## src/cache_pkg.sv

```systemverilog
// ==============================
// Geometry for a 16-bit byte address split as tag, set, word, byte
// REQ_CREDITS must be a power of two
// ==============================
`default_nettype none

package cache_pkg;

    // ==============================
    // Geometry
    // ==============================
    localparam int ADDR_WIDTH      = 16;
    localparam int WORD_WIDTH      = 32;
    localparam int WORDS_PER_LINE  = 4;
    localparam int SET_WIDTH       = 4;
    localparam int TAG_WIDTH       = 8;
    // Line address is tag and set together
    localparam int LINE_ADDR_WIDTH = TAG_WIDTH + SET_WIDTH;
    localparam int REG_ID_WIDTH    = 5;

    // Flow control and far memory timing
    localparam int REQ_CREDITS     = 4;
    localparam int FILL_LATENCY    = 3;

    // Derived values
    localparam int BYTE_SEL_WIDTH  = 2;
    localparam int WORD_SEL_WIDTH  = $clog2(WORDS_PER_LINE);
    localparam int NUM_SETS        = 2 ** SET_WIDTH;
    localparam int NUM_LINES       = 2 ** LINE_ADDR_WIDTH;
    localparam int FIFO_PTR_WIDTH  = $clog2(REQ_CREDITS);

    // ==============================
    // Types
    // ==============================
    typedef enum logic {
        RD_OP = 1'b0,
        WR_OP = 1'b1
    } t_opcode;

    typedef logic [WORD_WIDTH-1:0] t_word;

    // Word 0 sits in the low bits
    typedef logic [WORDS_PER_LINE*WORD_WIDTH-1:0] t_line;

    // Core request
    typedef struct packed {
        t_opcode                 opcode;
        logic [ADDR_WIDTH-1:0]   address;
        t_word                   data;
        logic [REG_ID_WIDTH-1:0] reg_id;
    } t_req;

    // Read response
    typedef struct packed {
        logic [ADDR_WIDTH-1:0]   address;
        t_word                   data;
        logic [REG_ID_WIDTH-1:0] reg_id;
    } t_rsp;

endpackage

`default_nettype wire

```

## src/cache_req_if.sv

```systemverilog
// ==============================
// One request per valid/ready handshake
// ==============================
`timescale 1ns/1ps
`default_nettype none

interface cache_req_if;
    import cache_pkg::*;

    // Handshake
    logic                    valid;
    logic                    ready;

    // Request fields
    t_opcode                 opcode;
    logic [ADDR_WIDTH-1:0]   address;
    t_word                   data;
    logic [REG_ID_WIDTH-1:0] reg_id;

    // Buffer side
    modport src (
        output valid, opcode, address, data, reg_id,
        input  ready
    );

    // Controller side
    modport sink (
        input  valid, opcode, address, data, reg_id,
        output ready
    );

endinterface

`default_nettype wire

```

## src/cache_ctrl.sv

```systemverilog
// ==============================
// One request in flight at a time
// Read hit 1 cycle, read miss FILL_LATENCY+2 cycles after pop
// ==============================
`timescale 1ns/1ps
`default_nettype none

module cache_ctrl (
    input  logic                                  clk,
    input  logic                                  arst_n,
    cache_req_if.sink                             req,
    // Tag array
    input  logic                                  hit,
    output logic                                  tag_fill,
    output logic [cache_pkg::SET_WIDTH-1:0]       set,
    output logic [cache_pkg::TAG_WIDTH-1:0]       tag,
    // Data array
    output logic [cache_pkg::WORD_SEL_WIDTH-1:0]  word,
    output logic                                  word_wr,
    output cache_pkg::t_word                      word_wdata,
    output logic                                  line_fill,
    input  cache_pkg::t_word                      rd_word,
    // Far memory
    output logic                                  mem_rd,
    output logic                                  mem_wr,
    output logic [cache_pkg::LINE_ADDR_WIDTH-1:0] mem_line_addr,
    output cache_pkg::t_word                      mem_wdata,
    input  logic                                  mem_line_valid,
    input  cache_pkg::t_line                      mem_line,
    // Core response
    output logic                                  rsp_valid,
    output cache_pkg::t_rsp                       rsp
);
    import cache_pkg::*;

    typedef enum logic [1:0] {
        S_IDLE,
        S_LOOKUP,
        S_FILL_WAIT,
        S_RESPOND
    } t_state;

    t_state state;
    t_req   req_q;
    logic   accept;
    logic   is_rd;
    t_word  fill_word;

    // Ready offered only in idle against a waiting request
    assign req.ready = (state == S_IDLE) && req.valid;
    assign accept    = req.valid && req.ready;
    assign is_rd     = (req_q.opcode == RD_OP);

    // ==============================
    // Address split
    // ==============================
    assign tag  = req_q.address[ADDR_WIDTH-1 -: TAG_WIDTH];
    assign set  = req_q.address[BYTE_SEL_WIDTH+WORD_SEL_WIDTH +: SET_WIDTH];
    assign word = req_q.address[BYTE_SEL_WIDTH +: WORD_SEL_WIDTH];

    assign mem_line_addr = {tag, set};
    assign mem_wdata     = req_q.data;
    assign word_wdata    = req_q.data;

    // Miss read goes out once, from lookup
    assign mem_rd    = (state == S_LOOKUP) && is_rd && !hit;
    // Every write goes through to far memory
    assign mem_wr    = (state == S_LOOKUP) && !is_rd;
    // Cached copy updated only on hit
    assign word_wr   = mem_wr && hit;
    // Line and tag installed together
    assign line_fill = (state == S_FILL_WAIT) && mem_line_valid;
    assign tag_fill  = line_fill;

    // Requested word out of the arriving line
    assign fill_word = mem_line[word*WORD_WIDTH +: WORD_WIDTH];

    // ==============================
    // FSM
    // ==============================
    always_ff @(posedge clk or negedge arst_n) begin
        if (!arst_n) begin
            state     <= S_IDLE;
            rsp_valid <= 1'b0;
        end else begin
            rsp_valid <= 1'b0;
            case (state)
                S_IDLE: begin
                    if (accept) begin
                        state <= S_LOOKUP;
                    end
                end
                S_LOOKUP: begin
                    if (is_rd && !hit) begin
                        state <= S_FILL_WAIT;
                    end else begin
                        // Hit read answers now, write is done
                        rsp_valid <= is_rd;
                        state     <= S_IDLE;
                    end
                end
                S_FILL_WAIT: begin
                    if (mem_line_valid) begin
                        state <= S_RESPOND;
                    end
                end
                S_RESPOND: begin
                    rsp_valid <= 1'b1;
                    state     <= S_IDLE;
                end
                default: begin
                    state <= S_IDLE;
                end
            endcase
        end
    end

    // Request latch and response payload
    always_ff @(posedge clk) begin
        if (accept) begin
            req_q.opcode  <= req.opcode;
            req_q.address <= req.address;
            req_q.data    <= req.data;
            req_q.reg_id  <= req.reg_id;
        end
        if ((state == S_LOOKUP) && is_rd) begin
            rsp.address <= req_q.address;
            rsp.reg_id  <= req_q.reg_id;
            rsp.data    <= rd_word;
        end
        // Miss data replaces the stale lookup word
        if (line_fill) begin
            rsp.data <= fill_word;
        end
    end

endmodule

`default_nettype wire

```

## src/flat_wrapper.sv

```systemverilog
// flat-port wrapper written by rule: the top's interface ports become plain ports
module cache_ctrl_flat import cache_pkg::*;
  (clk, arst_n, hit, tag_fill, set, tag, word, word_wr, word_wdata, line_fill, rd_word, mem_rd, mem_wr, mem_line_addr, mem_wdata, mem_line_valid, mem_line, rsp_valid, rsp, req_valid, req_opcode, req_address, req_data, req_reg_id, req_ready);
  cache_req_if req_i ();
  input  logic clk;
  input  logic arst_n;
  input  logic hit;
  output logic tag_fill;
  output logic [cache_pkg::SET_WIDTH-1:0] set;
  output logic [cache_pkg::TAG_WIDTH-1:0] tag;
  output logic [cache_pkg::WORD_SEL_WIDTH-1:0] word;
  output logic word_wr;
  output cache_pkg::t_word word_wdata;
  output logic line_fill;
  input  cache_pkg::t_word rd_word;
  output logic mem_rd;
  output logic mem_wr;
  output logic [cache_pkg::LINE_ADDR_WIDTH-1:0] mem_line_addr;
  output cache_pkg::t_word mem_wdata;
  input  logic mem_line_valid;
  input  cache_pkg::t_line mem_line;
  output logic rsp_valid;
  output cache_pkg::t_rsp rsp;
  input wire logic [$bits(req_i.valid)-1:0] req_valid;
  input wire logic [$bits(req_i.opcode)-1:0] req_opcode;
  input wire logic [$bits(req_i.address)-1:0] req_address;
  input wire logic [$bits(req_i.data)-1:0] req_data;
  input wire logic [$bits(req_i.reg_id)-1:0] req_reg_id;
  output wire logic [$bits(req_i.ready)-1:0] req_ready;
  assign req_i.valid = req_valid;
  assign req_i.opcode = req_opcode;
  assign req_i.address = req_address;
  assign req_i.data = req_data;
  assign req_i.reg_id = req_reg_id;
  assign req_ready = req_i.ready;
  cache_ctrl u_core (.clk(clk), .arst_n(arst_n), .req(req_i), .hit(hit), .tag_fill(tag_fill), .set(set), .tag(tag), .word(word), .word_wr(word_wr), .word_wdata(word_wdata), .line_fill(line_fill), .rd_word(rd_word), .mem_rd(mem_rd), .mem_wr(mem_wr), .mem_line_addr(mem_line_addr), .mem_wdata(mem_wdata), .mem_line_valid(mem_line_valid), .mem_line(mem_line), .rsp_valid(rsp_valid), .rsp(rsp));
endmodule
```

## config.mk

```make
export PLATFORM = sky130hd
export DESIGN_NAME = cache_ctrl_flat
export DESIGN_NICKNAME = d
export VERILOG_FILES = /design/src/cache_pkg.sv /design/src/cache_req_if.sv /design/src/cache_ctrl.sv /design/src/flat_wrapper.sv
export SDC_FILE = /design/constraint.sdc
export NUM_CORES = 1
export LEC_CHECK = 0
export ABC_AREA = 0
export ABC_CLOCK_PERIOD_IN_PS = 6280
export BUFFER_PORTS_ARGS = -buffer_cell sky130_fd_sc_hd__buf_2
export CELL_PAD_IN_SITES_DETAIL_PLACEMENT = 1
export CELL_PAD_IN_SITES_GLOBAL_PLACEMENT = 1
export CORE_AREA = 2 2 145 147
export DETAILED_ROUTE_END_ITERATION = 7
export DIE_AREA = 0 0 147 149
export PLACE_DENSITY_LB_ADDON = 0.15
export SYNTH_ARGS = -nofsm -noshare
export SYNTH_HDL_FRONTEND = slang
export SYNTH_SLANG_ARGS = --single-unit
```

## constraint.sdc

```tcl
create_clock -name clk -period 6.28 [get_ports clk]
set_input_delay 1.256 -clock clk [delete_from_list [all_inputs] [get_ports clk]]
set_output_delay 1.256 -clock clk [all_outputs]
set_load 0.01 [all_outputs]
```

==> metrics.md, run 1 <==
| Metric | Value |
|---|---|
| Outcome | finished, final reports clean |
| Length of the first detailed-routing pass in iterations | 4 |
| Clk slew on worst S/H paths | about 80 ps |
| First-pass GRT wire length | 22320 um |
| IO Count | 369 |
| Synth top area cells | edfxtp_1 61%, buf_4 14%, mux2i_1 12%, a2bb2oi_1 5.1%, o21ai_1 1.9% |
| Final Setup Violations | 0 |
| Mean Syn Cell Area | 14.62 um^2 |
| Most frequent cell after synthesis | edfxtp_1 |
| Post-synth EDFFs | 107 |
| H-tree levels | 3 |
| Max-cap violation count | 0 |
| GRT Total Usage | 13.51% |
| Synth warn | 0 |
| Finished Layout Cells | 922 |
| Die ar. | 0.02190 mm^2 |
| Asr flop ratio synth | 2.727% |
| VDD IR max | 0.09807 mV |
| Setup_tns | 0 ps |
| Mapped Area | between 0.005 and 0.006 mm^2 |
| Initial Util | between 20% and 30% |
| Clock Path Buffers | 2 |
| CTS buffer count | 9 |
| Share of the synthesized area in the top cell type | 60.71% |
| Largest net degree at the start of global routing | 66 |
| CP top delay family | buffers and inverters |
| Post-CTS Setup Bufs | 0 |
| Via Count | 3886 |
| Vias in the first global route | 3974 |
| Commonest cells in the netlist | 107 x edfxtp_1, 98 x buf_4, 64 x mux2i_1, 31 x a2bb2oi_1, 20 x o21ai_1 |
| Post-route DRC | 0 |
| Crit path arrival time | ~1800 ps |
| PortBufs | 368 |
| Fraction of layout cells with a size suffix above 1 | between 60% and 70% |
| Placed Cells | 903 |
| Register bit total from synthesis | 110 |
| Min-delay worst type | register to register |
| Initial DRC count | 56 |
| Gr ovfl total | 0 |
| Pleak | ~3.3 nW |
| Worst Setup End Kind | output pin |
| Die Ht | 149 um |
| Fmax | about 330 MHz |
| Die W | about 150 um |
| Max Slew Vio Count | 0 |
| Worst-Margin Slew | ~1100 ps |
| Area growth syn-to-layout | 32.43% |
| Crit path required time | ~5000 ps |
| Worst path buffer plus inverter count | 2 |
| Initial antenna violation count | 2 |
| Vias/cell | approximately 4.2 |
| RD Place Congestion | 0.7559 |
| Post_cts resized | 0 |
| Period utilisation layout | 48.43% |
| Sequential area share after synthesis | 62.13% |
| Synthesized Nets | approximately 580 |
| Critical Path Fanout Max | 2 |
| CTS Root Cell | clkbuf_16 |
| Wire per inst | 16.92 um |
| Crit path top cell by count | buf_2 |
| Clock sinks | 110 |
| Slew HR | 28.59% |
| Routed Antenna Nets | 0 |
| Unrepaired setup endpoints after global routing | false |
| Highest-delay cell along the critical path | nor3b_4 |
| Final wirelength | 15600 um |
| Min Tclk post-route | about 3000 ps |
| Crit-path cells | buf_2, nor3b_4, buf_2 |
| Netlist cell types | 27 |
| Worst-Skew Late Latency | 340 ps |
| TritonCTS clock tree | yes |
| Synth Instances | 362 |
| Nets | between 800 and 900 |
| Row count | 53 |
| Critical path type | primary input to output pin |
| P per Cell Area | 335.8 mW/mm^2 |
| CP peak stage delay | 240 ps |
| Placed inst area | 0.006710 mm^2 |
| Clk_skew | 7.501 ps |
| Fin. Hold Viols | 0 |
| Core Region | slightly above 0.02 mm^2 |
| Setup crit start kind | primary input |
| Primary FF master, synth | edfxtp_1 |
| Largest area contributor in the netlist | edfxtp_1 |
| Fin area | between 0.007 and 0.008 mm^2 |
| Hold-fix buffers at CTS | 0 |
| DP Wirelength | between 10000 and 15000 um |
==> metal layers <==
layer / track usage (%) / vias to the layer above / wire length (um)
met4: 5.481 / 0 / 403
met2: 24.23 / 237 / 7983
met5: 0 / - / 0
met3: 4.281 / 21 / 1388
met1: 14.89 / 1802 / 5829
li1: - / 1826 / -
==> cells in the final DEF, fill, tap and decap left out, types with 2 or more instances in the layout <==
master,Yosys,layout
diode_2,0,3
clkinv_4,0,2
clkbuf_16,0,9
o21ai_1,20,20
nand2_1,2,2
edfxtp_1,107,107
buf_4,98,6
mux2i_1,64,64
inv_2,2,2
inv_6,0,2
a2bb2oi_1,31,31
o21ai_0,11,11
dfrtp_1,3,3
buf_2,1,368
nand3b_1,2,2
==> flip-flops by register name, summed over array words and instances (netlist names), named ones only <==
signal,count
u_core.rsp,53
u_core.mem_wdata,32
u_core.mem_line_addr,12
u_core.req_q,8
u_core.word,2
u_core.rsp_valid,1
u_core.state,1
==> path summary, 6_finish.rpt <==
check	start	to	slack, ps	depth (start not counted)
setup / recovery	req_valid	req_ready	3240	3
hold / removal	u_core.req_q[1]	u_core.rsp[1]	420	0
setup reg to reg	u_core.word[1]	u_core.rsp[36]	4200	4
hold reg to reg	u_core.req_q[1]	u_core.rsp[1]	420	0
max in group asynchronous	arst_n	asynchronous set/reset pin	5490	1
min in group asynchronous	arst_n	u_core.state[0]	690	1
==> cells by family after synthesis <==
kind of cell,count (synthesis),synth area share [%]
AOI/OAI and AO/OA,65,8.487
buffers and inverters,111,15.79
DFF,110,62.13
muxes,64,12.10
and+or+nand+nor,12,1.490
==> worst reg2reg max path: cells and delay by family, from the launching register on <==
| kind | cells | cell delay, ps |
|---|---|---|
| buffers and inverters | 1 | 820 |
| muxes | 1 | 370 |
| DFF | 1 | 350 |
| AOI/OAI and AO/OA | 2 | 280 |
==> final cells by class <==
cell class,instances,area [um^2]
fillers,2358,13550
well taps,275,344.1
clock buffers,9,225.2
repair buffers,374,1887
clock inverters,7,66.31
diodes,3,7.507
multi-input cells,141,1180
inverters,3,11.26
flip-flops and latches,110,3288
==> stage by stage <==
| step | setup slack [ps] | utilization [%] | hold slack, ps | power (mW) |
|---|---|---|---|---|
| floorplan | 1543 | - | 400.3 | 1.625 |
| global placement | 3186 | 32.64 | 401.2 | 1.836 |
| detailed placement | 3175 | 32.64 | 406.2 | 1.843 |
| CTS | 3175 | 34.06 | 420.8 | 2.412 |
| global route | 3186 | 34.07 | 432.5 | 2.490 |
| finish | 3239 | 34.10 | 419.8 | 2.354 |
==> report_power, final <==
part / internal, mW / total [mW] / switching, mW
clock network: 0.279 / 0.555 / 0.277
registers: 1.03 / 1.10 / 0.0615
logic: 0.286 / 0.703 / 0.418
Power figures use the tool's default switching activity.
==> inputs of run 2 (changes only) <==
--- a/config.mk
+++ b/config.mk
@@ -5,14 +5,14 @@
 export SDC_FILE = /design/constraint.sdc
 export NUM_CORES = 1
 export LEC_CHECK = 0
-export ABC_AREA = 0
-export ABC_CLOCK_PERIOD_IN_PS = 6280
+export ABC_AREA = 1
+export ABC_CLOCK_PERIOD_IN_PS = 2700
 export BUFFER_PORTS_ARGS = -buffer_cell sky130_fd_sc_hd__buf_2
 export CELL_PAD_IN_SITES_DETAIL_PLACEMENT = 1
 export CELL_PAD_IN_SITES_GLOBAL_PLACEMENT = 1
-export CORE_AREA = 2 2 145 147
+export CORE_MARGIN = 2
+export CORE_UTILIZATION = 27
 export DETAILED_ROUTE_END_ITERATION = 7
-export DIE_AREA = 0 0 147 149
 export PLACE_DENSITY_LB_ADDON = 0.15
 export SYNTH_ARGS = -nofsm -noshare
 export SYNTH_HDL_FRONTEND = slang
==> constraint.sdc (replaced) <==
create_clock -name clk -period 2.7 [get_ports clk]
set_input_delay 0.54 -clock clk [delete_from_list [all_inputs] [get_ports clk]]
set_output_delay 0.54 -clock clk [all_outputs]
set_load 0.01 [all_outputs]
==> metrics.md, run 2 <==
| Metric | Value |
|---|---|
| Register bit total from synthesis | 110 |
| Synthesized Nets | ~920 |
| Setup crit start kind | register |
| Die ar. | 0.02346 mm^2 |
| Outcome | finished, final reports clean |
| Initial DRC count | between 150 and 200 |
| Gr ovfl total | 0 |
| Clock Path Buffers | 2 |
| Final Setup Violations | 0 |
| Wire per inst | 15.40 um |
| TritonCTS clock tree | yes |
| Max Slew Vio Count | 0 |
| Critical path type | register to output pin |
| Worst Setup End Kind | output pin |
| P per Cell Area | 748.0 mW/mm^2 |
| Asr flop ratio synth | 2.727% |
| RD Place Congestion | 0.7804 |
| Via Count | 5115 |
| Slew HR | 53.03% |
| Crit path required time | 2160 ps |
| Largest net degree at the start of global routing | 67 |
| Synth Instances | approximately 700 |
| Vias in the first global route | 5370 |
| Min-delay worst type | primary input to register |
| Clk_skew | 15.06 ps |
| Clk slew on worst S/H paths | 80 ps |
| Final wirelength | 19380 um |
| Largest area contributor in the netlist | edfxtp_1 |
| VDD IR max | between 0.3 and 0.4 mV |
| Mean Syn Cell Area | ~8.6 um^2 |
| Clock sinks | 110 |
| Unrepaired setup endpoints after global routing | false |
| Min Tclk post-route | approximately 2100 ps |
| Most frequent cells in the layout | 368 x buf_2, 258 x nand2_1, 131 x inv_1, 107 x edfxtp_1, 65 x nand3_1 |
| DP Wirelength | between 15000 and 20000 um |
| Routed Antenna Nets | 0 |
| Worst-Skew Late Latency | 370 ps |
| Primary FF master, synth | edfxtp_1 |
| CTS buffer count | 9 |
| Sequential area share after synthesis | 54.73% |
| Crit-path cells | buf_4, buf_2 |
| Post-CTS Setup Bufs | 0 |
| Length of the first detailed-routing pass in iterations | 4 |
| Vias/cell | 4.063 |
| Reg with most FFs | u_core.rsp |
| Mapped Area | about 0.0060 mm^2 |
| CP peak stage delay | 550 ps |
| Area growth syn-to-layout | 29.32% |
| Fraction of layout cells with a size suffix above 1 | about two fifths |
| Commonest non-fill, non-tap cell in the layout | buf_2 |
| Power, Total | 5.812 mW |
| Pleak | around 4.3 nW |
| IO Count | 369 |
| Crit path arrival time | 1590 ps |
| Critical Path Fanout Max | 66 |
| Commonest cells in the netlist | 259 x nand2_1, 131 x inv_1, 107 x edfxtp_1, 96 x buf_4, 65 x nand3_1 |
| Post_cts resized | 0 |
| Period utilisation layout | 78.85% |
| Worst path buffer plus inverter count | 2 |
| Fin. Hold Viols | 0 |
| Nets | 1188 |
| Row count | 54 |
| GRT Total Usage | 16.65% |
| Fmax | 469.7 MHz |
| Post-route DRC | 0 |
| Die Ht | 153.2 um |
| Post-synth EDFFs | 107 |
| Max FFs per register | 53 |
| Most frequent cell after synthesis | nand2_1 |
| Synth top area cells | edfxtp_1 53%, nand2_1 16%, buf_4 12%, inv_1 8.2%, nand3_1 5.4% |
| Share of the synthesized area in the top cell type | 53.48% |
| Worst-Margin Slew | a little over 700 ps |
| Highest-delay cell along the critical path | buf_4 |
| Initial antenna violation count | 7 |
| CTS Root Cell | clkbuf_16 |
| Netlist cell types | 17 |
| Synth warn | 0 |
| H-tree levels | 3 |
| Initial Util | 27.53% |
| CP top delay family | buffers and inverters |
| Die W | 153.2 um |
| Core Region | 0.02182 mm^2 |
| PortBufs | between 300 and 400 |
| First-pass GRT wire length | 30090 um |
| Setup_tns | 0 ps |
| Max-cap violation count | 0 |
[run 2: changes by cell type after synthesis, moves of 15 or more]
cell | previous run | this run
nand3_1 | 0 | 65
nand2_1 | 2 | 259
inv_1 | 1 | 131
mux2i_1 | 64 | 0
o21ai_1 | 20 | 0
buf_2 | 1 | 16
a2bb2oi_1 | 31 | 0
[run 2: final timing paths]
kind / start / endpoint / slack, ps / depth (start not counted)
worst max-delay path: u_core.word[0] / word[0] / 570 / 2
worst min-delay path: req_data[11] / u_core.mem_wdata[11] / 350 / 1
min in group asynchronous: arst_n / asynchronous set/reset pin / 500 / 2
max in group asynchronous: arst_n / u_core.rsp_valid / 2090 / 2
worst min register to register: u_core.req_q[0] / u_core.rsp[0] / 420 / 0
worst max register to register: u_core.word[0] / u_core.rsp[34] / 1050 / 7
[run 2: logic make-up after synthesis]
group | count (synthesis) | share of synthesized area (%)
buf+inv | 253 | 22.80
flops | 110 | 54.73
simple gates | 330 | 22.20
compound gates | 3 | 0.2706
[run 2: through the flow]
step	utilization (%)	area [um^2]	setup WS, ps	std cells	hold WS [ps]
floorplan	-	6011	97.16	696	244.4
global placement	34.08	7438	895.4	1237	343.8
detailed placement	34.08	7438	886.7	1237	343.2
CTS	35.55	7757	527.9	1254	328.6
global route	35.57	7762	455.5	1256	327.4
finish	35.60	7770	571.0	1259	350.4
[run 2: repair_timing]
action / in CTS / in global routing
endpoints found under the hold margin: 3 / 0
endpoints found under the setup margin: 0 / 0
hold buffers: 1 / 0
[run 2: metal layers]
layer / up-vias / track usage [%] / part of all wire, %
li1: 2572 / - / -
met1: 2288 / 18.80 / 39
met2: 229 / 29.04 / 48
met3: 22 / 6.493 / 10
met4: 4 / 4.982 / 1.6
met5: - / 0 / 0.12
[run 2: layout make-up]
type                            instances  area (um^2)
Tap cell                              280        350.3
Antenna cell                            5        12.51
Clock buffer                            9        225.2
Fill cell                            2739        14050
Clock inverter                          7        83.83
Inverter                              136        510.5
Multi-Input combinational cell        333         1360
Timing Repair Buffer                  379         1939
Sequential cell                       110         3288
[run 2: worst reg2reg max path: stages, from the launching register on]
cell and delay [ps]:
edfxtp_1 400, inv_2 320, buf_4 350, nand2_1 100, nand3_1 80, nand2_1 70
nand2_1 60, nand2_1 40
[run 2: power breakdown]
group | internal [mW] | switching [mW]
Combinational | 0.660 | 1.22
Sequential | 2.40 | 0.133
Clock | 0.734 | 0.665
